===== src/hw/issuePkg.sv =====
package issuePkg;

    // one fetched instruction and its fields
    typedef logic [15:0] instWord_t;
    typedef logic [4:0]  opcode_t;
    typedef logic [2:0]  regIdx_t;

    // where a writer's result comes from at writeback
    typedef logic [1:0]  wbSel_t;

    // {forward, from execute slot, source wbSel}
    typedef logic [3:0]  fwCtrl_t;

    typedef enum logic {
        SEQ_RUN,
        SEQ_HALTED
    } seqState_t;

    localparam wbSel_t WB_LINK = 2'b00;
    localparam wbSel_t WB_MEM  = 2'b01;
    localparam wbSel_t WB_ALU  = 2'b10;
    localparam wbSel_t WB_IMM  = 2'b11;

    // exact opcodes the decoder treats specially
    localparam opcode_t OP_HALT  = 5'b00000;
    localparam opcode_t OP_NOP   = 5'b00001;
    localparam opcode_t OP_SIIC  = 5'b00010;
    localparam opcode_t OP_RTI   = 5'b00011;
    localparam opcode_t OP_ST    = 5'b10000;
    localparam opcode_t OP_LD    = 5'b10001;
    localparam opcode_t OP_STU   = 5'b10011;
    localparam opcode_t OP_LBI   = 5'b11000;
    localparam opcode_t OP_BITOP = 5'b11010;
    localparam opcode_t OP_ARITH = 5'b11011;

    // upper three opcode bits of the grouped instructions
    localparam logic [2:0] PFX_SET    = 3'b111;
    localparam logic [2:0] PFX_BRANCH = 3'b011;
    localparam logic [2:0] PFX_JUMP   = 3'b001;

    // jal/jalr return address lands here
    localparam regIdx_t LINK_REG = 3'd7;

    localparam instWord_t NOP_INST = {OP_NOP, 11'b0};

    // cycles held off after a branch or jump issues
    localparam int unsigned SHADOW_CYCLES = 4;

endpackage


===== src/hw/hazardDetect.sv =====
`timescale 1ns/1ps
`default_nettype none
module hazardDetect (
    input  logic              readsRs,
    input  logic              readsB,
    input  issuePkg::regIdx_t srcRs,
    input  issuePkg::regIdx_t srcB,
    input  logic              regWrtD,
    input  issuePkg::regIdx_t wrtRegD,
    input  issuePkg::wbSel_t  wbSelD,
    input  logic              regWrtX,
    input  issuePkg::regIdx_t wrtRegX,
    input  issuePkg::wbSel_t  wbSelX,
    input  logic              regWrtM,
    input  issuePkg::regIdx_t wrtRegM,
    output logic              hazard,
    output issuePkg::fwCtrl_t fwCntrlA,
    output issuePkg::fwCtrl_t fwCntrlB
);
    import issuePkg::*;

    logic hazA;
    logic hazB;

    // youngest matching writer wins for one source register
    function automatic fwCtrl_t resolveSrc(
        input  logic    reads,
        input  regIdx_t src,
        output logic    stall
    );
        logic    hitD;
        logic    hitX;
        logic    hitM;
        fwCtrl_t code;
        hitD  = reads && regWrtD && (src == wrtRegD);
        hitX  = reads && regWrtX && (src == wrtRegX);
        hitM  = reads && regWrtM && (src == wrtRegM);
        stall = 1'b0;
        code  = '0;
        if (hitD) begin
            // load data is not ready for ex-to-ex forwarding
            if (wbSelD == WB_MEM) begin
                stall = 1'b1;
            end else begin
                code = {1'b1, 1'b0, wbSelD};
            end
        end else if (hitX) begin
            code = {1'b1, 1'b1, wbSelX};
        end else if (hitM) begin
            // no path from the memory slot so wait for the register file
            stall = 1'b1;
        end
        return code;
    endfunction

    always_comb begin
        fwCntrlA = resolveSrc(readsRs, srcRs, hazA);
        fwCntrlB = resolveSrc(readsB, srcB, hazB);
        hazard   = hazA | hazB;
    end

endmodule
`default_nettype wire


===== src/hw/instDecode.sv =====
`timescale 1ns/1ps
`default_nettype none
module instDecode (
    input  issuePkg::instWord_t fetchInst,
    output logic                readsRs,
    output logic                readsB,
    output issuePkg::regIdx_t   srcRs,
    output issuePkg::regIdx_t   srcB,
    output logic                writesReg,
    output issuePkg::regIdx_t   destReg,
    output issuePkg::wbSel_t    destSel,
    output logic                isControl,
    output logic                isHalt
);
    import issuePkg::*;

    opcode_t opcode;
    regIdx_t fieldRs;
    regIdx_t fieldB;
    regIdx_t fieldRd;

    assign opcode  = fetchInst[15:11];
    assign fieldRs = fetchInst[10:8];
    assign fieldB  = fetchInst[7:5];
    assign fieldRd = fetchInst[4:2];

    // only the read flags depend on the opcode
    assign srcRs = fieldRs;
    assign srcB  = fieldB;

    always_comb begin
        // immediate forms read rs and write field B from the alu
        readsRs   = 1'b1;
        readsB    = 1'b0;
        writesReg = 1'b1;
        destReg   = fieldB;
        destSel   = WB_ALU;
        isControl = 1'b0;
        isHalt    = 1'b0;
        case (opcode[4:2])
            PFX_SET: begin
                readsB  = 1'b1;
                destReg = fieldRd;
            end
            PFX_BRANCH: begin
                writesReg = 1'b0;
                isControl = 1'b1;
            end
            PFX_JUMP: begin
                // bit 0 selects the register forms and bit 1 the linking ones
                readsRs   = opcode[0];
                writesReg = opcode[1];
                destReg   = LINK_REG;
                destSel   = WB_LINK;
                isControl = 1'b1;
            end
            default: begin
                case (opcode)
                    OP_ST: begin
                        readsB    = 1'b1;
                        writesReg = 1'b0;
                    end
                    // store with update writes the base back
                    OP_STU: begin
                        readsB  = 1'b1;
                        destReg = fieldRs;
                    end
                    OP_ARITH, OP_BITOP: begin
                        readsB  = 1'b1;
                        destReg = fieldRd;
                    end
                    OP_LD: begin
                        destSel = WB_MEM;
                    end
                    OP_LBI: begin
                        readsRs = 1'b0;
                        destReg = fieldRs;
                        destSel = WB_IMM;
                    end
                    OP_HALT, OP_NOP, OP_SIIC, OP_RTI: begin
                        readsRs   = 1'b0;
                        writesReg = 1'b0;
                        isHalt    = (opcode == OP_HALT);
                    end
                    // remaining opcodes keep the immediate-form defaults
                    default: ;
                endcase
            end
        endcase
    end

endmodule
`default_nettype wire


===== src/hw/issueSequencer.sv =====
`timescale 1ns/1ps
`default_nettype none
module issueSequencer (
    input  logic                clk,
    input  logic                reset,
    input  issuePkg::instWord_t fetchInst,
    input  logic                hazard,
    input  logic                shadowBusy,
    input  logic                isControl,
    input  logic                isHalt,
    output issuePkg::instWord_t issueInst,
    output logic                pcNop,
    output logic                issued,
    output logic                issueControl,
    output logic                issueHalt
);
    import issuePkg::*;

    seqState_t state;
    logic      blocked;

    // halted is sticky until the next reset
    always_ff @(posedge clk) begin
        if (reset) begin
            state <= SEQ_RUN;
        end else if (issueHalt) begin
            state <= SEQ_HALTED;
        end
    end

    // any of these turns the slot into a nop and holds the pc
    assign blocked = reset || (state == SEQ_HALTED) || shadowBusy || hazard;

    assign pcNop     = blocked;
    assign issueInst = blocked ? NOP_INST : fetchInst;
    assign issued    = ~blocked;

    // strobes for the writer record and the shadow timer
    assign issueControl = issued & isControl;
    assign issueHalt    = issued & isHalt;

endmodule
`default_nettype wire


===== src/hw/issueStage.sv =====
`timescale 1ns/1ps
`default_nettype none
module issueStage (
    input  logic                clk,
    input  logic                reset,
    input  issuePkg::instWord_t fetchInst,
    output issuePkg::instWord_t issueInst,
    output logic                pcNop,
    output issuePkg::fwCtrl_t   fwCntrlA,
    output issuePkg::fwCtrl_t   fwCntrlB
);
    import issuePkg::*;

    // decoded view of the fetched word
    logic    readsRs;
    logic    readsB;
    regIdx_t srcRs;
    regIdx_t srcB;
    logic    writesReg;
    regIdx_t destReg;
    wbSel_t  destSel;
    logic    isControl;
    logic    isHalt;

    // writers in flight
    logic    regWrtD;
    regIdx_t wrtRegD;
    wbSel_t  wbSelD;
    logic    regWrtX;
    regIdx_t wrtRegX;
    wbSel_t  wbSelX;
    logic    regWrtM;
    regIdx_t wrtRegM;

    logic hazard;
    logic shadowBusy;
    logic issued;
    logic issueControl;

    instDecode instDecode_i (
        .fetchInst (fetchInst),
        .readsRs   (readsRs),
        .readsB    (readsB),
        .srcRs     (srcRs),
        .srcB      (srcB),
        .writesReg (writesReg),
        .destReg   (destReg),
        .destSel   (destSel),
        .isControl (isControl),
        .isHalt    (isHalt)
    );

    // memory-slot source is never forwarded so it stays open here
    writerPipeline writerPipeline_i (
        .clk       (clk),
        .reset     (reset),
        .issued    (issued),
        .writesReg (writesReg),
        .destReg   (destReg),
        .destSel   (destSel),
        .regWrtD   (regWrtD),
        .wrtRegD   (wrtRegD),
        .wbSelD    (wbSelD),
        .regWrtX   (regWrtX),
        .wrtRegX   (wrtRegX),
        .wbSelX    (wbSelX),
        .regWrtM   (regWrtM),
        .wrtRegM   (wrtRegM),
        .wbSelM    ()
    );

    hazardDetect hazardDetect_i (
        .readsRs  (readsRs),
        .readsB   (readsB),
        .srcRs    (srcRs),
        .srcB     (srcB),
        .regWrtD  (regWrtD),
        .wrtRegD  (wrtRegD),
        .wbSelD   (wbSelD),
        .regWrtX  (regWrtX),
        .wrtRegX  (wrtRegX),
        .wbSelX   (wbSelX),
        .regWrtM  (regWrtM),
        .wrtRegM  (wrtRegM),
        .hazard   (hazard),
        .fwCntrlA (fwCntrlA),
        .fwCntrlB (fwCntrlB)
    );

    shadowTimer shadowTimer_i (
        .clk          (clk),
        .reset        (reset),
        .issueControl (issueControl),
        .shadowBusy   (shadowBusy)
    );

    // halt strobe only feeds the sequencer's own state
    issueSequencer issueSequencer_i (
        .clk          (clk),
        .reset        (reset),
        .fetchInst    (fetchInst),
        .hazard       (hazard),
        .shadowBusy   (shadowBusy),
        .isControl    (isControl),
        .isHalt       (isHalt),
        .issueInst    (issueInst),
        .pcNop        (pcNop),
        .issued       (issued),
        .issueControl (issueControl),
        .issueHalt    ()
    );

endmodule
`default_nettype wire


===== src/hw/shadowTimer.sv =====
`timescale 1ns/1ps
`default_nettype none
module shadowTimer (
    input  logic clk,
    input  logic reset,
    input  logic issueControl,
    output logic shadowBusy
);
    import issuePkg::*;

    logic [2:0] count;

    always_ff @(posedge clk) begin
        if (reset) begin
            count <= '0;
        end else if (issueControl) begin
            count <= 3'(SHADOW_CYCLES);
        end else if (count != 3'd0) begin
            count <= count - 3'd1;
        end
    end

    // busy from the cycle after the control issue
    assign shadowBusy = (count != 3'd0);

endmodule
`default_nettype wire


===== src/hw/writerPipeline.sv =====
`timescale 1ns/1ps
`default_nettype none
module writerPipeline (
    input  logic              clk,
    input  logic              reset,
    input  logic              issued,
    input  logic              writesReg,
    input  issuePkg::regIdx_t destReg,
    input  issuePkg::wbSel_t  destSel,
    output logic              regWrtD,
    output issuePkg::regIdx_t wrtRegD,
    output issuePkg::wbSel_t  wbSelD,
    output logic              regWrtX,
    output issuePkg::regIdx_t wrtRegX,
    output issuePkg::wbSel_t  wbSelX,
    output logic              regWrtM,
    output issuePkg::regIdx_t wrtRegM,
    output issuePkg::wbSel_t  wbSelM
);

    // write enables decide whether a slot holds a writer at all
    always_ff @(posedge clk) begin
        if (reset) begin
            regWrtD <= 1'b0;
            regWrtX <= 1'b0;
            regWrtM <= 1'b0;
        end else begin
            // a nop in place of the fetched word carries no writer
            regWrtD <= issued & writesReg;
            regWrtX <= regWrtD;
            regWrtM <= regWrtX;
        end
    end

    // writer register and source for each slot
    always_ff @(posedge clk) begin
        wrtRegD <= destReg;
        wbSelD  <= destSel;
        wrtRegX <= wrtRegD;
        wbSelX  <= wbSelD;
        wrtRegM <= wrtRegX;
        wbSelM  <= wbSelX;
    end

endmodule
`default_nettype wire


===== config.mk =====
export PLATFORM = sky130hd
export DESIGN_NAME = issueStage
export DESIGN_NICKNAME = d
export VERILOG_FILES = /design/src/hw/issuePkg.sv /design/src/hw/hazardDetect.sv /design/src/hw/instDecode.sv /design/src/hw/issueSequencer.sv /design/src/hw/issueStage.sv /design/src/hw/shadowTimer.sv /design/src/hw/writerPipeline.sv
export SDC_FILE = /design/constraint.sdc
export NUM_CORES = 1
export LEC_CHECK = 0
export BUFFER_PORTS_ARGS = -buffer_cell sky130_fd_sc_hd__clkbuf_2
export CAP_MARGIN = 25
export CORE_ASPECT_RATIO = 1.75
export CORE_UTILIZATION = 25
export CTS_CLUSTER_SIZE = 10
export DETAILED_ROUTE_END_ITERATION = 10
export HOLD_SLACK_MARGIN = 0.02
export SETUP_SLACK_MARGIN = 0.2
export SKIP_LAST_GASP = 1
export SLEW_MARGIN = 20
export SYNTH_ARGS = -nofsm -noshare
export SYNTH_HDL_FRONTEND = slang
export SYNTH_SLANG_ARGS = --single-unit
export TNS_END_PERCENT = 5

===== constraint.sdc =====
create_clock -name clk -period 3.5 [get_ports clk]
set_input_delay 0.525 -clock clk [delete_from_list [all_inputs] [get_ports clk]]
set_output_delay 0.525 -clock clk [all_outputs]
set_load 0.05 [all_outputs]

## Word-level counts from Yosys, hierarchy flattened

Cells that the tools add are included.

| word-level totals | value |
|---|---|
| output and inout bits | 25 |
| memory bits (read-only) | 0 |
| memories | 0 |
| flip-flop bits (word level) | 20 |
| memory bits (writable) | 0 |
| input port bits | 18 |
| latch bits | 0 |

| operators by class | value |
|---|---|
| mux-type cells | 28 |
| divide/modulo/power cells | 0 |
| equality and inequality tests | 19 |
| bitwise operators | 5 |
| multiply operators | 0 |
| $add $sub $neg | 1 |
| order comparisons | 0 |
| shift operators | 0 |
| reduce and logical (&&, ||, !) cells | 28 |

Operators with widths:

| cell | number |
|---|---|
| $eq A5 B5 Y1 const B | 6 |
| $mux W4 | 5 |
| $eq A3 B3 Y1 | 6 |
| $mux W16 | 1 |
| $mux W1 | 13 |
| $logic_and A1 B1 Y1 | 12 |
| $eq A5 B2 Y1 const B | 2 |
| $reduce_or A2 Y1 | 5 |
| $reduce_or A5 Y1 | 2 |
| $pmux W3 S3 | 1 |
| $pmux W2 S2 | 2 |
| $reduce_or A4 Y1 | 2 |
| $mux W3 | 2 |
| $pmux W3 S2 | 1 |
| $eq A5 B1 Y1 const B | 1 |
| $logic_not A5 Y1 | 1 |
| $pmux W1 S2 | 2 |
| $and A1 B1 Y1 | 3 |
| $eq A3 B1 Y1 const B | 1 |
| $eq A3 B2 Y1 const B | 1 |
| $eq A3 B3 Y1 const B | 1 |
| $logic_or A1 B1 Y1 | 3 |
| $pmux W1 S3 | 1 |
| $reduce_bool A3 Y1 | 1 |
| 6 further kinds | 6 |

## Depth between registers and ports, before layout

Gate-level depths: netlist of the first run.

| depth | value |
|---|---|
| word-level depth | 14 |
| gate-level depth with buffers | 8 |
| depth with buffers taken out | 7 |

## Cells and area by module

A second synthesis of the first run with hierarchy kept.

| unflattened totals | value |
|---|---|
| cells, all modules | 163 |
| area, all modules | 1491.4 um2 |

By module, submodules not included:

| module | sequential area each (um2) | instances | cells an instance | area each (um2) |
|---|---|---|---|---|
| writerPipeline | 360.3 | 1 | 21 | 381.6 |
| instDecode | 0.0 | 1 | 57 | 376.6 |
| hazardDetect | 0.0 | 1 | 41 | 372.9 |
| issueSequencer | 20.0 | 1 | 26 | 190.2 |
| shadowTimer | 60.1 | 1 | 18 | 170.2 |

## Least setup slack after synthesis of the first run

OpenSTA, ideal clock, no wires.

| timing | value |
|---|---|
| path kind | in2out |
| from | input fetchInst[15] |
| to | output fwCntrlB[1] |
| buffers on the path | 1 |
| stages on the path | 5 |
| setup slack | -0.074 ns |
| arrival time | 3.049 ns |
| cell sequence | clkbuf_1 > o211a_1 > a311oi_4 > nor3b_1 > a22o_1 |

| between the ends | value |
|---|---|
| longest elaborated chain between the ends | 8 |

Ends and longest elaborated chain:

| item | RTL line | RTL |
|---|---|---|
| from (decl) | issueStage.sv:6 | `input issuePkg::instWord_t fetchInst,` |
| $eq A5 B5 Y1 | instDecode.sv:58 | `case (opcode)` |
| $reduce_or A4 Y1 (no line) | n/a |  |
| $mux W1 | instDecode.sv:58 |  |
| $pmux W1 S2 (*) | instDecode.sv:40 | `case (opcode[4:2])` |
| $logic_and A1 B1 Y1 (2 in series) | hazardDetect.sv:36 | `hitX = reads && regWrtX && (src == wrtRegX);` |
| $mux W4 | hazardDetect.sv:47 | `end else if (hitX) begin` |
| $mux W4 (*) | hazardDetect.sv:40 | `if (hitD) begin` |
| to (decl) | issueStage.sv:10 | `output issuePkg::fwCtrl_t fwCntrlB` |

Mark *: on every way between the ends. The rest lies on a longest branch, timed or not.

## Worst setup path after layout of the first run

| timing | value |
|---|---|
| from | input fetchInst[13] |
| to | output issueInst[7] |

| between the ends | value |
|---|---|
| longest elaborated chain between the ends | 12 |

Ends and longest elaborated chain:

| item | RTL line | RTL |
|---|---|---|
| $eq A5 B5 Y1 (tied with other cells) | instDecode.sv:58 |  |
| $reduce_or A5 Y1 (no line) / $reduce_or A4 Y1 (equally long branches) | n/a |  |
| $mux W1 | instDecode.sv:58 |  |
| $pmux W1 S2 | instDecode.sv:40 |  |
| $logic_and A1 B1 Y1 (2 in series) | hazardDetect.sv:37 | `hitM = reads && regWrtM && (src == wrtRegM);` |
| $mux W1 | hazardDetect.sv:49 | `end else if (hitM) begin` |
| $mux W1 | hazardDetect.sv:47 |  |
| $mux W1 | hazardDetect.sv:40 |  |
| $or A1 B1 Y1 (*) | hazardDetect.sv:59 | `hazard = hazA \| hazB;` |
| $logic_or A1 B1 Y1 (*) | issueSequencer.sv:32 | `assign blocked = reset \|\| (state == SEQ_HALTED) \|\| shadowBusy \|\| hazard;` |
| $mux W16 (*) | issueSequencer.sv:35 | `assign issueInst = blocked ? NOP_INST : fetchInst;` |
| to (decl) | issueStage.sv:7 | `output issuePkg::instWord_t issueInst,` |

Marks and branches as above.

==> results of run 1 <==
==> synthesized netlist by cell type, types with 4 or more instances <==
library cell               instances  area share, %
sky130_fd_sc_hd__nand3_1           4            1.5
sky130_fd_sc_hd__inv_1             5            1.4
sky130_fd_sc_hd__clkbuf_1          5            1.4
sky130_fd_sc_hd__xnor2_1          19             12
sky130_fd_sc_hd__and4_1            4            2.6
sky130_fd_sc_hd__nor2_1            7            1.9
sky130_fd_sc_hd__nand2b_1          4            1.8
sky130_fd_sc_hd__and2_1           15            6.9
sky130_fd_sc_hd__dfxtp_1          20             29
sky130_fd_sc_hd__nor2b_1           5            2.3
sky130_fd_sc_hd__mux2i_1           4            2.9
sky130_fd_sc_hd__nand4_1           4            1.8
==> worst max-delay path by stage <==
stage / start / to / slack (ns) / cells past startpoint
5_1_grt: fetchInst[13] / issueInst[9] / 0.29 / 8
3_5_place_dp: fetchInst[13] / issueInst[7] / 0.09 / 7
3_3_place_gp: fetchInst[13] / issueInst[5] / 0.12 / 7
6_report: fetchInst[13] / issueInst[7] / 0.43 / 8
2_1_floorplan: fetchInst[15] / fwCntrlA[1] / -0.04 / 5
4_1_cts: fetchInst[13] / issueInst[7] / 0.43 / 8
==> power groups by stage <==
stage | clock, uW | sequential, uW | combinational, uW
detailed placement | 0 | 289 | 442
global route | 193 | 289 | 485
finish | 179 | 284 | 451
floorplan | 0 | 284 | 357
global placement | 0 | 288 | 436
CTS | 181 | 284 | 456
==> critical path: stages <==
cell	delay (ns)
sky130_fd_sc_hd__clkbuf_2	0.18
sky130_fd_sc_hd__nand2b_1	0.22
sky130_fd_sc_hd__o41ai_2	0.43
sky130_fd_sc_hd__o41ai_2	0.21
sky130_fd_sc_hd__a2111oi_4	0.36
sky130_fd_sc_hd__buf_4	0.21
sky130_fd_sc_hd__and2_1	0.14
sky130_fd_sc_hd__clkbuf_2	0.27
==> sequential cells by signal, summed over array words and instances, names as in the netlist <==
register / flops
issueSequencer_i.state: 1
shadowTimer_i.count: 3
writerPipeline_i.regWrtD: 1
writerPipeline_i.regWrtM: 1
writerPipeline_i.regWrtX: 1
writerPipeline_i.wbSelD: 2
writerPipeline_i.wbSelX: 2
writerPipeline_i.wrtRegD: 3
writerPipeline_i.wrtRegM: 3
writerPipeline_i.wrtRegX: 3
==> logic make-up after synthesis <==
logic type,Yosys count
simple gates,55
compound gates,30
xor+xnor,21
flops,20
buf+inv,15
mux,4
fa+ha+maj,3
==> metrics by stage <==
| step | hold WS, ns | TNS, ns | total power (uW) |
|---|---|---|---|
| finish | 0.396 | 0 | 913 |
| floorplan | 0.373 | -0.0587 | 641 |
| CTS | 0.398 | 0 | 921 |
| global placement | 0.381 | 0 | 724 |
| detailed placement | 0.388 | 0 | 732 |
| global route | 0.404 | 0 | 966 |
==> layout make-up <==
cell class	instances	share of cell area [%]
multi-input combinational	113	53.1
sequential	20	23.7
timing repair buffer	47	14.6
tap	55	4.07
clock buffer	4	3.25
inverter	6	1.33
==> per-layer routing <==
layer  vias to the layer above  global-route usage (%)  routed length, um
li1                        617                       -                  -
met1                       566                    12.6               1200
met2                        31                    24.7               1970
met3                         5                   0.910                124
met4                         0                    5.49                 75
met5                         -                       0                  0
==> results.txt, run 1 <==
The run finished, with violations left. The checks that failed: DRC. The routed via count is 1219. Static timing analysis puts the maximum clock frequency at 326 MHz. The area occupied by registers came out at 400 um2. The number of instances in the synthesized netlist came out at 148.

Of the synthesized area, sequential elements account for 29.4%. After Yosys synthesis, XOR and XNOR cells account for 13.5% of the synthesized area. The leakage power total came out at 0.000747 uW. The total inserted antenna cells came out at 0.

The largest driver fanout on the critical path is 12. The tree is rooted in a sky130_fd_sc_hd__clkbuf_8. The area of combinational cells with multiple inputs is 898 um2. The die is 57.8 um wide. The power density of the placed cells came out at 540 nW/um2. The average footprint of a synthesized cell came out at 9.20 um2. The final design utilization came out at 32.2%. Setup repair after global routing left no endpoint under its margin. The final worst-path cycle share came out at 87.6%. The clock power share came out at 19.6%. The number of inserted filler cells in the final layout came out at 564.

The core footprint is 5260 um2. Multiplexer cells account for 2.94% of the synthesized area. The worst hold path begins at writerPipeline_i.wrtRegD[0].

The via count of the first global-routing pass came to 1205. CTS built an H-tree with a depth of 1. The worst-case reg-to-reg path depth is 8. Setup violations remaining at the end of the flow were counted as 0.

Once the floorplan was initialized, standard cells occupied 25.9% of the core. The final-stage net count is 212. The initial antenna violation count is 0. The fraction of final layout cells with drive strength greater than 1 is 31.1%. After the flow finishes, the layout carries non-filler instances totaling 245. In the routed design, unresolved DRC markers number 1.

The residual antenna-violating net count after detailed routing is 0. The minimum setup slack among reg-to-reg paths is 1.57 ns. The post-cts sizing count is 0. In the layout the commonest cells are sky130_fd_sc_hd__clkbuf_2 (42), sky130_fd_sc_hd__dfxtp_1 (20), sky130_fd_sc_hd__xnor2_1 (19), sky130_fd_sc_hd__and2_1 (15), sky130_fd_sc_hd__nor2_1 (7). The worst register-to-register path begins at shadowTimer_i.count[0]. The synthesized net count came out at 169.

The die boundary height is 99.6 um. The final weighted congestion in routability-driven placement came out at 0.830. The transition time at the pin with the least slew margin is 0.517 ns. The clock-pin slew reported for the worst setup and hold paths after clock tree synthesis came out at 0.07 ns. The final max-slew violation count is 0. The area fraction in compound gates after synthesis came out at 22.2%. The post-synthesis to final-layout area growth came out at 24.4%.

The first-pass GRT wire length came out at 5520 um. The number of placed instances, taps included, is 239. Global routing used 12.4% of the available tracks across all layers. The setup slack after layout came out at 0.433 ns. After synthesis, the largest family of logic cells by area is simple AND/OR/NAND/NOR gates. The post-route standard cell area excluding fillers came out at 1690 um2. The worst max-slew margin expressed relative to the limit came out at 65.2%. The mean routed wirelength per cell came out at 13.8 um.

The total of max-cap violations is 0. The number of different library cells in the post-synthesis netlist came out at 43. The length of the first detailed-routing pass in iterations is 7.

After layout, the minimum clock period comes to 3.07 ns. At the placement stage, the worst setup path has a slack of 0.0916 ns. The endpoint of the lowest-slack register-to-register path is writerPipeline_i.regWrtD. The maximum clock path buffer count came out at 2. The post-synthesis simple-gate area fraction came out at 24.3%.

Combinational logic burns 49.3% of the power. The critical path in this run is classified as input port to primary output. For hold timing, the worst endpoint is writerPipeline_i.wrtRegX[0]. The worst hold path passes through 0 cells.

Entering global routing, the biggest net connects 13 pins. Across the routed clock network, the largest skew measured is 0.00181 ns. In this run, the number of DRC markers left after iteration 0 of detailed routing was 27. The worst setup path is launched from an input port.

Summed over all layers, the global routing overflow is 0. The data arrival time of the critical path came out at 2.54 ns. After clock tree synthesis, the setup repair step added 2 buffers. 43 I/O pins were placed. The count of warnings emitted by yosys came out at 0. The largest vdd supply drop is 0.000194 V. The CTS buffer count came out at 3.

After Yosys synthesis, full adders, half adders and majority gates account for 2.76% of the synthesized area. After synthesis the cells add up to 1360 um2. The area of the die came out at 5760 um2.

The number of clock sinks seen by CTS came out at 20. The switching power is 399 uW. The number of buffers inserted by port buffering came out at 42. The total number of placement rows came out at 35. The synthesized design contains 0 enable-type register cells. The top flip-flop cell by instance count after synthesis is sky130_fd_sc_hd__dfxtp_1. Net switching is 43.7% of the power. The tightest min-delay check is of the flip-flop to flip-flop type. The later-pin clock latency in the skew report came out at 0.26 ns.

Internal power comes to 515 uW. The kind of end point of the critical path is a primary output. Leaving out fill and tap cells, the most frequent cell in the layout is sky130_fd_sc_hd__clkbuf_2. The TritonCTS clock tree is yes. The HPWL after detailed placement came out at 2770 um. The fraction of registers with async set or reset after synthesis is 0%. The post-synthesis sequential element count is 20. Using the TritonRoute via totals, the vias-per-cell ratio works out to 4.98. At the worst endpoint, the required time is 2.97 ns. The hold violation total from the final report is 0. The placement-stage cell area is 1620 um2. The total of hold buffers inserted after clock tree synthesis is 0. The total wire length came out at 3380 um.

The fraction of power consumed by sequential logic is 31.1%.
Power figures use the tool's default switching activity.
==> run 2, diff against run 1 <==
Settings changed: SYNTH_HIERARCHICAL set to 1.
==> run 2 against run 1 <==
Net effect: the flow now finishes without violations; count of clock-buffer cells in the layout is the same; power rose by 10%; worst hold slack got worse by 0.0050 ns; critical path depth grew 6; global-route usage is 1.9 points higher; die area rose by 6.0%; register-to-register slack lost 0.41 ns; sequential share of layout area fell by 4.7 points; clock skew rose by 0.0012 ns; critical path type unchanged; largest power group unchanged.
==> results.txt, run 2 <==
The CTS buffer count came out at 3 (unchanged). The average footprint of a synthesized cell came out at 9.03 um2 (was 9.20 um2). The hold path startpoint was writerPipeline_i/wrtRegX[2] (was writerPipeline_i.wrtRegD[0]). The hold violation total from the final report was 0 (unchanged). RSZ-0062 raised after global routing: true (was false). Result of the run: finished, final reports clean (was finished with violations). The total number of placement rows came out at 36 (was 35). The number of clock sinks seen by CTS is 20 (unchanged). The power density of the placed cells came out at 475 nW/um2 (was 540 nW/um2).

The worst path buffer plus inverter count came out at 5 (was 3). The delay contributed by the slowest stage of the critical path is 0.29 ns (was 0.43 ns). Most frequent cells in the layout: sky130_fd_sc_hd__clkbuf_2 (26), sky130_fd_sc_hd__dfxtp_1 (20), sky130_fd_sc_hd__clkbuf_8 (19), sky130_fd_sc_hd__xor2_1 (17), sky130_fd_sc_hd__and2_4 (15) (was sky130_fd_sc_hd__clkbuf_2 (42), sky130_fd_sc_hd__dfxtp_1 (20), sky130_fd_sc_hd__xnor2_1 (19), sky130_fd_sc_hd__and2_1 (15), sky130_fd_sc_hd__nor2_1 (7)). The final design utilization is 37.9% (was 32.2%). The number of inserted filler cells in the final layout was 595 (was 564). The area of the die is 6100 um2 (was 5760 um2). The total inserted antenna cells is 0 (unchanged). The kind of end point of the critical path was a primary output (unchanged).

The sort of element at the start of the critical path is an input port (unchanged). The leakage power total came to 0.000893 uW (was 0.000747 uW). The mean routed wirelength per cell is 13.9 um (was 13.8 um).

Cell Chain, Critical Path: clkbuf_2, buf_12, nor2_4, nor3_2, a2111oi_4, nand2_1, nor4_4, mux2i_1, o22ai_2, nor4_4, buf_4, buf_2, and2_4, clkbuf_8 (was clkbuf_2, nand2b_1, o41ai_2, o41ai_2, a2111oi_4, buf_4, and2_1, clkbuf_2). The final period demand of the worst path came out at 3.32 ns (was 3.07 ns). The endpoint of the lowest-slack register-to-register path was shadowTimer_i/count[1] (was writerPipeline_i.regWrtD). The transition time at the pin with the least slew margin came to 0.306 ns (was 0.517 ns).

The total wire length is 3990 um (was 3380 um). The worst setup slack before clock tree synthesis came out at -0.0428 ns (was 0.0916 ns). The total of max-cap violations came to 0 (unchanged). The minimum setup slack among reg-to-reg paths is 1.16 ns (was 1.57 ns). The largest vdd supply drop is 0.000179 V (was 0.000194 V). The start of the worst register-to-register path was writerPipeline_i/wrtRegD[2] (was shadowTimer_i.count[0]). The worst max-slew margin expressed relative to the limit came out at 79.0% (was 65.2%). The global router's overall resource usage came out at 14.4% (was 12.4%). The count of warnings emitted by yosys came out at 6 (was 0). The final weighted congestion in routability-driven placement came out at 0.894 (was 0.830). The detailed router's first-iteration violation count came out at 48 (was 27). The number of buffers inserted by port buffering was 42 (unchanged). The number of remaining DRC errors is 0 (was 1).

The placement-stage cell area came to 1890 um2 (was 1620 um2). The maximum clock path buffer count came out at 2 (unchanged). The total of hold buffers inserted after clock tree synthesis came out at 0 (unchanged). The final-stage net count is 234 (was 212). The length of the first detailed-routing pass in iterations is 4 (was 7). The initial antenna violation count is 0 (unchanged). The buffer cell driving the clock tree root is sky130_fd_sc_hd__clkbuf_8 (unchanged). The kind of critical path is input port to primary output (unchanged).

The initial cell density of the core is 25.9% (about the same). The first-pass GRT wire length is 6620 um (was 5520 um). The residual antenna-violating net count after detailed routing is 0 (unchanged). The fraction of final layout cells with drive strength greater than 1 came out at 48.1% (was 31.1%). The HPWL after detailed placement is 3030 um (was 2770 um).

The routed via count is 1331 (was 1219). The pin count of the biggest net entering global routing came out at 15 (was 13). The setup violation total in the final timing report is 0 (unchanged). The final worst-path cycle share is 94.9% (was 87.6%). The core footprint came out at 5590 um2 (was 5260 um2). The worst hold slack after final layout was 0.391 ns (was 0.396 ns). The area of the mapped netlist came out at 1450 um2 (was 1360 um2). The count of pins on the block boundary is 43 (unchanged). The post-synthesis to final-layout area growth came out at 46.4% (was 24.4%). The clock-pin slew reported for the worst setup and hold paths after clock tree synthesis came out at 0.07 ns (about the same). The worst-case reg-to-reg path depth came out at 10 (was 8). The post-route standard cell area excluding fillers came out at 2120 um2 (was 1690 um2). The largest driver fanout on the critical path came to 6 (was 12). The master of the slowest instance on the critical path is sky130_fd_sc_hd__mux2i_1 (was sky130_fd_sc_hd__o41ai_2).

The via-per-instance ratio came out at 4.62 (was 4.98). The via count of the first global-routing pass was 1323 (was 1205). The number of H-tree levels is 1 (unchanged). The die boundary width was 59.5 um (was 57.8 um). The data arrival time of the critical path is 2.80 ns (was 2.54 ns). The data required time of the worst path is 2.97 ns (about the same). The most numerous cell type found on the critical path is sky130_fd_sc_hd__nor4_4.

The TritonCTS clock tree is yes (unchanged). The worst min-delay path category is flip-flop to flip-flop (unchanged). The final max-slew violation count came out at 0 (unchanged). The terminating pin of the worst hold path is writerPipeline_i/wrtRegM[2] (was writerPipeline_i.wrtRegX[0]). The maximum clock skew at final layout came to 0.00296 ns (was 0.00181 ns).

The die boundary height came to 103 um (was 99.6 um). The later-pin clock latency in the skew report came out at 0.26 ns (about the same). The commonest non-fill, non-tap cell in the layout is sky130_fd_sc_hd__clkbuf_2 (unchanged).

The maximum operating frequency came to 301 MHz (was 326 MHz). The number of instances on the worst hold path is 0 (unchanged). The number of instances in the synthesized netlist is 160 (was 148). The synthesized net count is 181 (was 169).

The setup slack after layout came to 0.179 ns (was 0.433 ns). The category of cells accounting for the largest share of critical-path delay is simple AND/OR/NAND/NOR gates (was compound AO/OA/AOI/OAI gates). The sum of negative setup slack is 0 ns (unchanged). The remaining global-route overflow is 0 (unchanged).
-- run 2: per-layer routing --
metal | vias to the layer above | wire length (um) | global-route usage [%] | part of all wire, %
met1 | 638 | 1510 | 15.2 | 38
met3 | 2 | 99 | 1.00 | 2.5
li1 | 658 | - | - | -
met4 | 0 | 40 | 5.13 | 1.0
met5 | - | 0 | 0 | 0
met2 | 33 | 2340 | 28.4 | 59
-- run 2: area by class of cell --
cell class                      instances  area (um2)  area share (%)
Clock buffer                            4        55.1            2.60
Inverter                               10        41.3            1.95
Multi-Input combinational cell        117        1010            47.6
Sequential cell                        20         400            18.9
Tap cell                               76        95.1            4.49
Timing Repair Buffer                   61         517            24.4
-- run 2: how the worst max path moves through the flow --
stage	startpoint	to	cells past startpoint
after global routing	fetchInst[14]	issueInst[12]	14
final	fetchInst[14]	issueInst[12]	14
after CTS	fetchInst[14]	issueInst[12]	12
after global placement	fetchInst[14]	issueInst[2]	13
after detailed placement	fetchInst[14]	issueInst[2]	13
after floorplan	fetchInst[14]	issueInst[0]	10
-- run 2: where the power goes --
part           leakage, uW  internal, uW  switching [uW]  total (uW)
logic             0.000698           236             317         554
registers         0.000166           255            22.2         278
clock network    0.0000288           100            73.6         174
-- run 2: metrics by stage --
step	total power, uW	instances
CTS	1010	288
floorplan	649	160
detailed placement	750	281
global route	1060	288
finish	1000	288
global placement	747	281
-- run 2: timing repair --
action | in CTS | in global routing
endpoints found under the setup margin | 17 | 17
gates resized for setup | 34 | 2
gates cloned | 2 | 0
pin swaps | 4 | 0
buffers inserted | 1 | 0
==> run 3, diff against run 2 <==
Settings changed: CORE_UTILIZATION 25 to 45, PLACE_DENSITY set to 0.71.
==> run 3 against run 2 <==
Net effect: sequential share of layout area decreased by 0.078 points; count of clock-buffer cells in the layout unchanged; final area up 0.41%; combinational power increased by 1%; critical path depth is 1 lower; via count is 4.9% higher; global-route usage increased by 9.4 points; non-clock buffer count up 5; worst hold slack got worse by 0.0015 ns; power up 0.75%.
==> results.txt, run 3 (synthesis results as in run 2) <==
The transition time at the pin with the least slew margin is 0.386 ns (was 0.306 ns). The total inserted antenna cells is 0 (unchanged). The residual antenna-violating net count after detailed routing is 0 (unchanged). The maximum clock path buffer count is 2 (unchanged). The via-per-instance ratio is 5.39 (was 4.62). The die boundary height came out at 77.0 um (was 103 um). The pin count of the biggest net entering global routing is 12 (was 15). The worst max-slew margin expressed relative to the limit came to 74.1% (was 79.0%).

The sort of element at the start of the critical path is an input port (unchanged). The hold path startpoint is writerPipeline_i/wrtRegX[0] (was writerPipeline_i/wrtRegX[2]). The start of the worst register-to-register path is writerPipeline_i/wrtRegD[0] (was writerPipeline_i/wrtRegD[2]). The largest vdd supply drop is 0.000304 V (was 0.000179 V). The kind of critical path is input port to primary output (unchanged). The number of buffers inserted by port buffering came to 42 (unchanged).

The detailed router's first-iteration violation count is 39 (was 48). The final period demand of the worst path came out at 3.37 ns (was 3.32 ns). The remaining global-route overflow is 0 (unchanged). The core footprint came out at 2990 um2 (was 5590 um2). The power density of the placed cells is 477 nW/um2 (was 475 nW/um2). The final worst-path cycle share came out at 96.3% (was 94.9%). The initial antenna violation count was 0 (unchanged). The worst hold slack after final layout is 0.390 ns (was 0.391 ns). The largest driver fanout on the critical path came out at 5 (was 6). The post-synthesis to final-layout area growth came out at 47.0% (was 46.4%).

The buffer cell driving the clock tree root was sky130_fd_sc_hd__clkbuf_8 (unchanged). The setup violation total in the final timing report came out at 0 (unchanged). The length of the first detailed-routing pass in iterations came out at 4 (unchanged). Result of the run: finished, final reports clean (unchanged). The hold violation total from the final report is 0 (unchanged). The post-route standard cell area excluding fillers is 2120 um2 (about the same). The number of remaining DRC errors came out at 0 (unchanged). The total of max-cap violations is 0 (unchanged). The minimum setup slack among reg-to-reg paths is 0.98 ns (was 1.16 ns). The maximum clock skew at final layout came out at 0.00102 ns (was 0.00296 ns). The kind of end point of the critical path is a primary output (unchanged). The endpoint of the lowest-slack register-to-register path is shadowTimer_i/count[2] (was shadowTimer_i/count[1]). The number of clock sinks seen by CTS came to 20 (unchanged). The number of inserted filler cells in the final layout is 227 (was 595). The via count of the first global-routing pass was 1357 (was 1323). The CTS buffer count came out at 3 (unchanged). The fraction of final layout cells with drive strength greater than 1 is 50.7% (was 48.1%). The final-stage net count is 239 (was 234).

The clock-pin slew reported for the worst setup and hold paths after clock tree synthesis was 0.07 ns (about the same). The final max-slew violation count is 0 (unchanged). The TritonCTS clock tree is yes (unchanged). The terminating pin of the worst hold path is writerPipeline_i/wrtRegM[0] (was writerPipeline_i/wrtRegM[2]). The HPWL after detailed placement is 2960 um (was 3030 um). The total number of placement rows is 26 (was 36). The number of H-tree levels came out at 1 (unchanged).

The data arrival time of the critical path is 2.85 ns (was 2.80 ns). The maximum operating frequency came to 297 MHz (was 301 MHz). The global router's overall resource usage came out at 23.8% (was 14.4%). The count of pins on the block boundary came out at 43 (unchanged).

The data required time of the worst path came out at 2.97 ns (about the same). The leakage power total came to 0.000933 uW (was 0.000893 uW). The worst-case reg-to-reg path depth is 11 (was 10).

The number of instances on the worst hold path is 0 (unchanged). The sum of negative setup slack came out at 0 ns (unchanged). The worst min-delay path category is flip-flop to flip-flop (unchanged). The later-pin clock latency in the skew report came out at 0.25 ns (was 0.26 ns). The area of the die came out at 3450 um2 (was 6100 um2).

The initial cell density of the core is 48.3% (was 25.9%). The die boundary width came out at 44.8 um (was 59.5 um). The mean routed wirelength per cell is 16.4 um (was 13.9 um). The routed via count came out at 1396 (was 1331). RSZ-0062 raised after global routing: true (unchanged).

The first-pass GRT wire length came out at 6110 um (was 6620 um). Most frequent cells in the layout: sky130_fd_sc_hd__buf_4 (27), sky130_fd_sc_hd__clkbuf_2 (23), sky130_fd_sc_hd__dfxtp_1 (20), sky130_fd_sc_hd__xor2_1 (17), sky130_fd_sc_hd__and2_4 (15) (was sky130_fd_sc_hd__clkbuf_2 (26), sky130_fd_sc_hd__dfxtp_1 (20), sky130_fd_sc_hd__clkbuf_8 (19), sky130_fd_sc_hd__xor2_1 (17), sky130_fd_sc_hd__and2_4 (15)). The power after layout came out at 1010 uW (was 1000 uW). The total wire length came to 4250 um (was 3990 um).

The placement-stage cell area was 1850 um2 (was 1890 um2). The commonest non-fill, non-tap cell in the layout was sky130_fd_sc_hd__buf_4 (was sky130_fd_sc_hd__clkbuf_2). The final weighted congestion in routability-driven placement is 0.846 (was 0.894).
==> run 3: changes by cell type in the layout (fill, tap and decap cells not counted), sizes merged <==
| cell | previous run | this run |
|---|---|---|
| clkinvlp | 1 | 0 |
| clkinv | 0 | 1 |
| clkbuf | 46 | 27 |
| buf | 19 | 43 |
==> run 3: layout make-up <==
class | instances | area, um2 | share of cell area [%]
inverters | 10 | 38.8 | 1.83
repair buffers | 66 | 529 | 24.9
clock buffers | 4 | 55.1 | 2.59
multi-input cells | 117 | 1050 | 49.4
flip-flops and latches | 20 | 400 | 18.8
well taps | 42 | 52.6 | 2.47
==> run 3: stage by stage <==
step / setup slack (ns) / util, % / instances
floorplan: 0.0222 / - / 160
global placement: 0.0636 / 61.7 / 250
detailed placement: -0.0426 / 61.7 / 250
CTS: 0.187 / 65.8 / 255
global route: 0.00983 / 71.0 / 259
finish: 0.130 / 71.0 / 259
==> run 3: how the worst max path moves through the flow <==
stage / startpoint / cells after the start / to
floorplan: fetchInst[14] / 10 / issueInst[0]
global placement: fetchInst[14] / 11 / issueInst[1]
detailed placement: fetchInst[14] / 11 / issueInst[10]
CTS: fetchInst[14] / 12 / issueInst[8]
global route: fetchInst[15] / 13 / issueInst[3]
finish: fetchInst[15] / 13 / issueInst[6]
==> run 3: routing by layer <==
metal | share of wire (%) | vias up | global-route usage (%)
li1 | - | 676 | -
met1 | 35 | 656 | 23.8
met2 | 59 | 52 | 46.0
met3 | 3.6 | 12 | 2.35
met4 | 2.9 | 0 | 9.70
met5 | 0 | - | 0
==> run 3: critical path, cell delays in order <==
cell                        delay [ns]
sky130_fd_sc_hd__buf_8            0.10
sky130_fd_sc_hd__nor2b_4          0.13
sky130_fd_sc_hd__nand2_2          0.06
sky130_fd_sc_hd__a2bb2oi_2        0.16
sky130_fd_sc_hd__o32a_4           0.20
sky130_fd_sc_hd__nand2_4          0.05
sky130_fd_sc_hd__nor4_4           0.29
sky130_fd_sc_hd__mux2i_1          0.25
sky130_fd_sc_hd__o22ai_2          0.13
sky130_fd_sc_hd__nor4_4           0.42
sky130_fd_sc_hd__buf_6            0.19
sky130_fd_sc_hd__and2_4           0.14
sky130_fd_sc_hd__buf_4            0.19
==> run 3: what timing repair did <==
item | CTS | global route
pin swaps | 2 | 10
hold buffers | 0 | 0
resized for setup | 23 | 54
cloned | 1 | 1
setup buffers | 0 | 3
endpoints found under the setup margin | 17 | 17
==> run 3: where the power goes <==
group	total, uW	switching [uW]	internal (uW)	leakage [uW]
combinational	560	330	231	0.000738
sequential	279	23.4	255	0.000166
clock	173	73.2	99.9	0.0000288
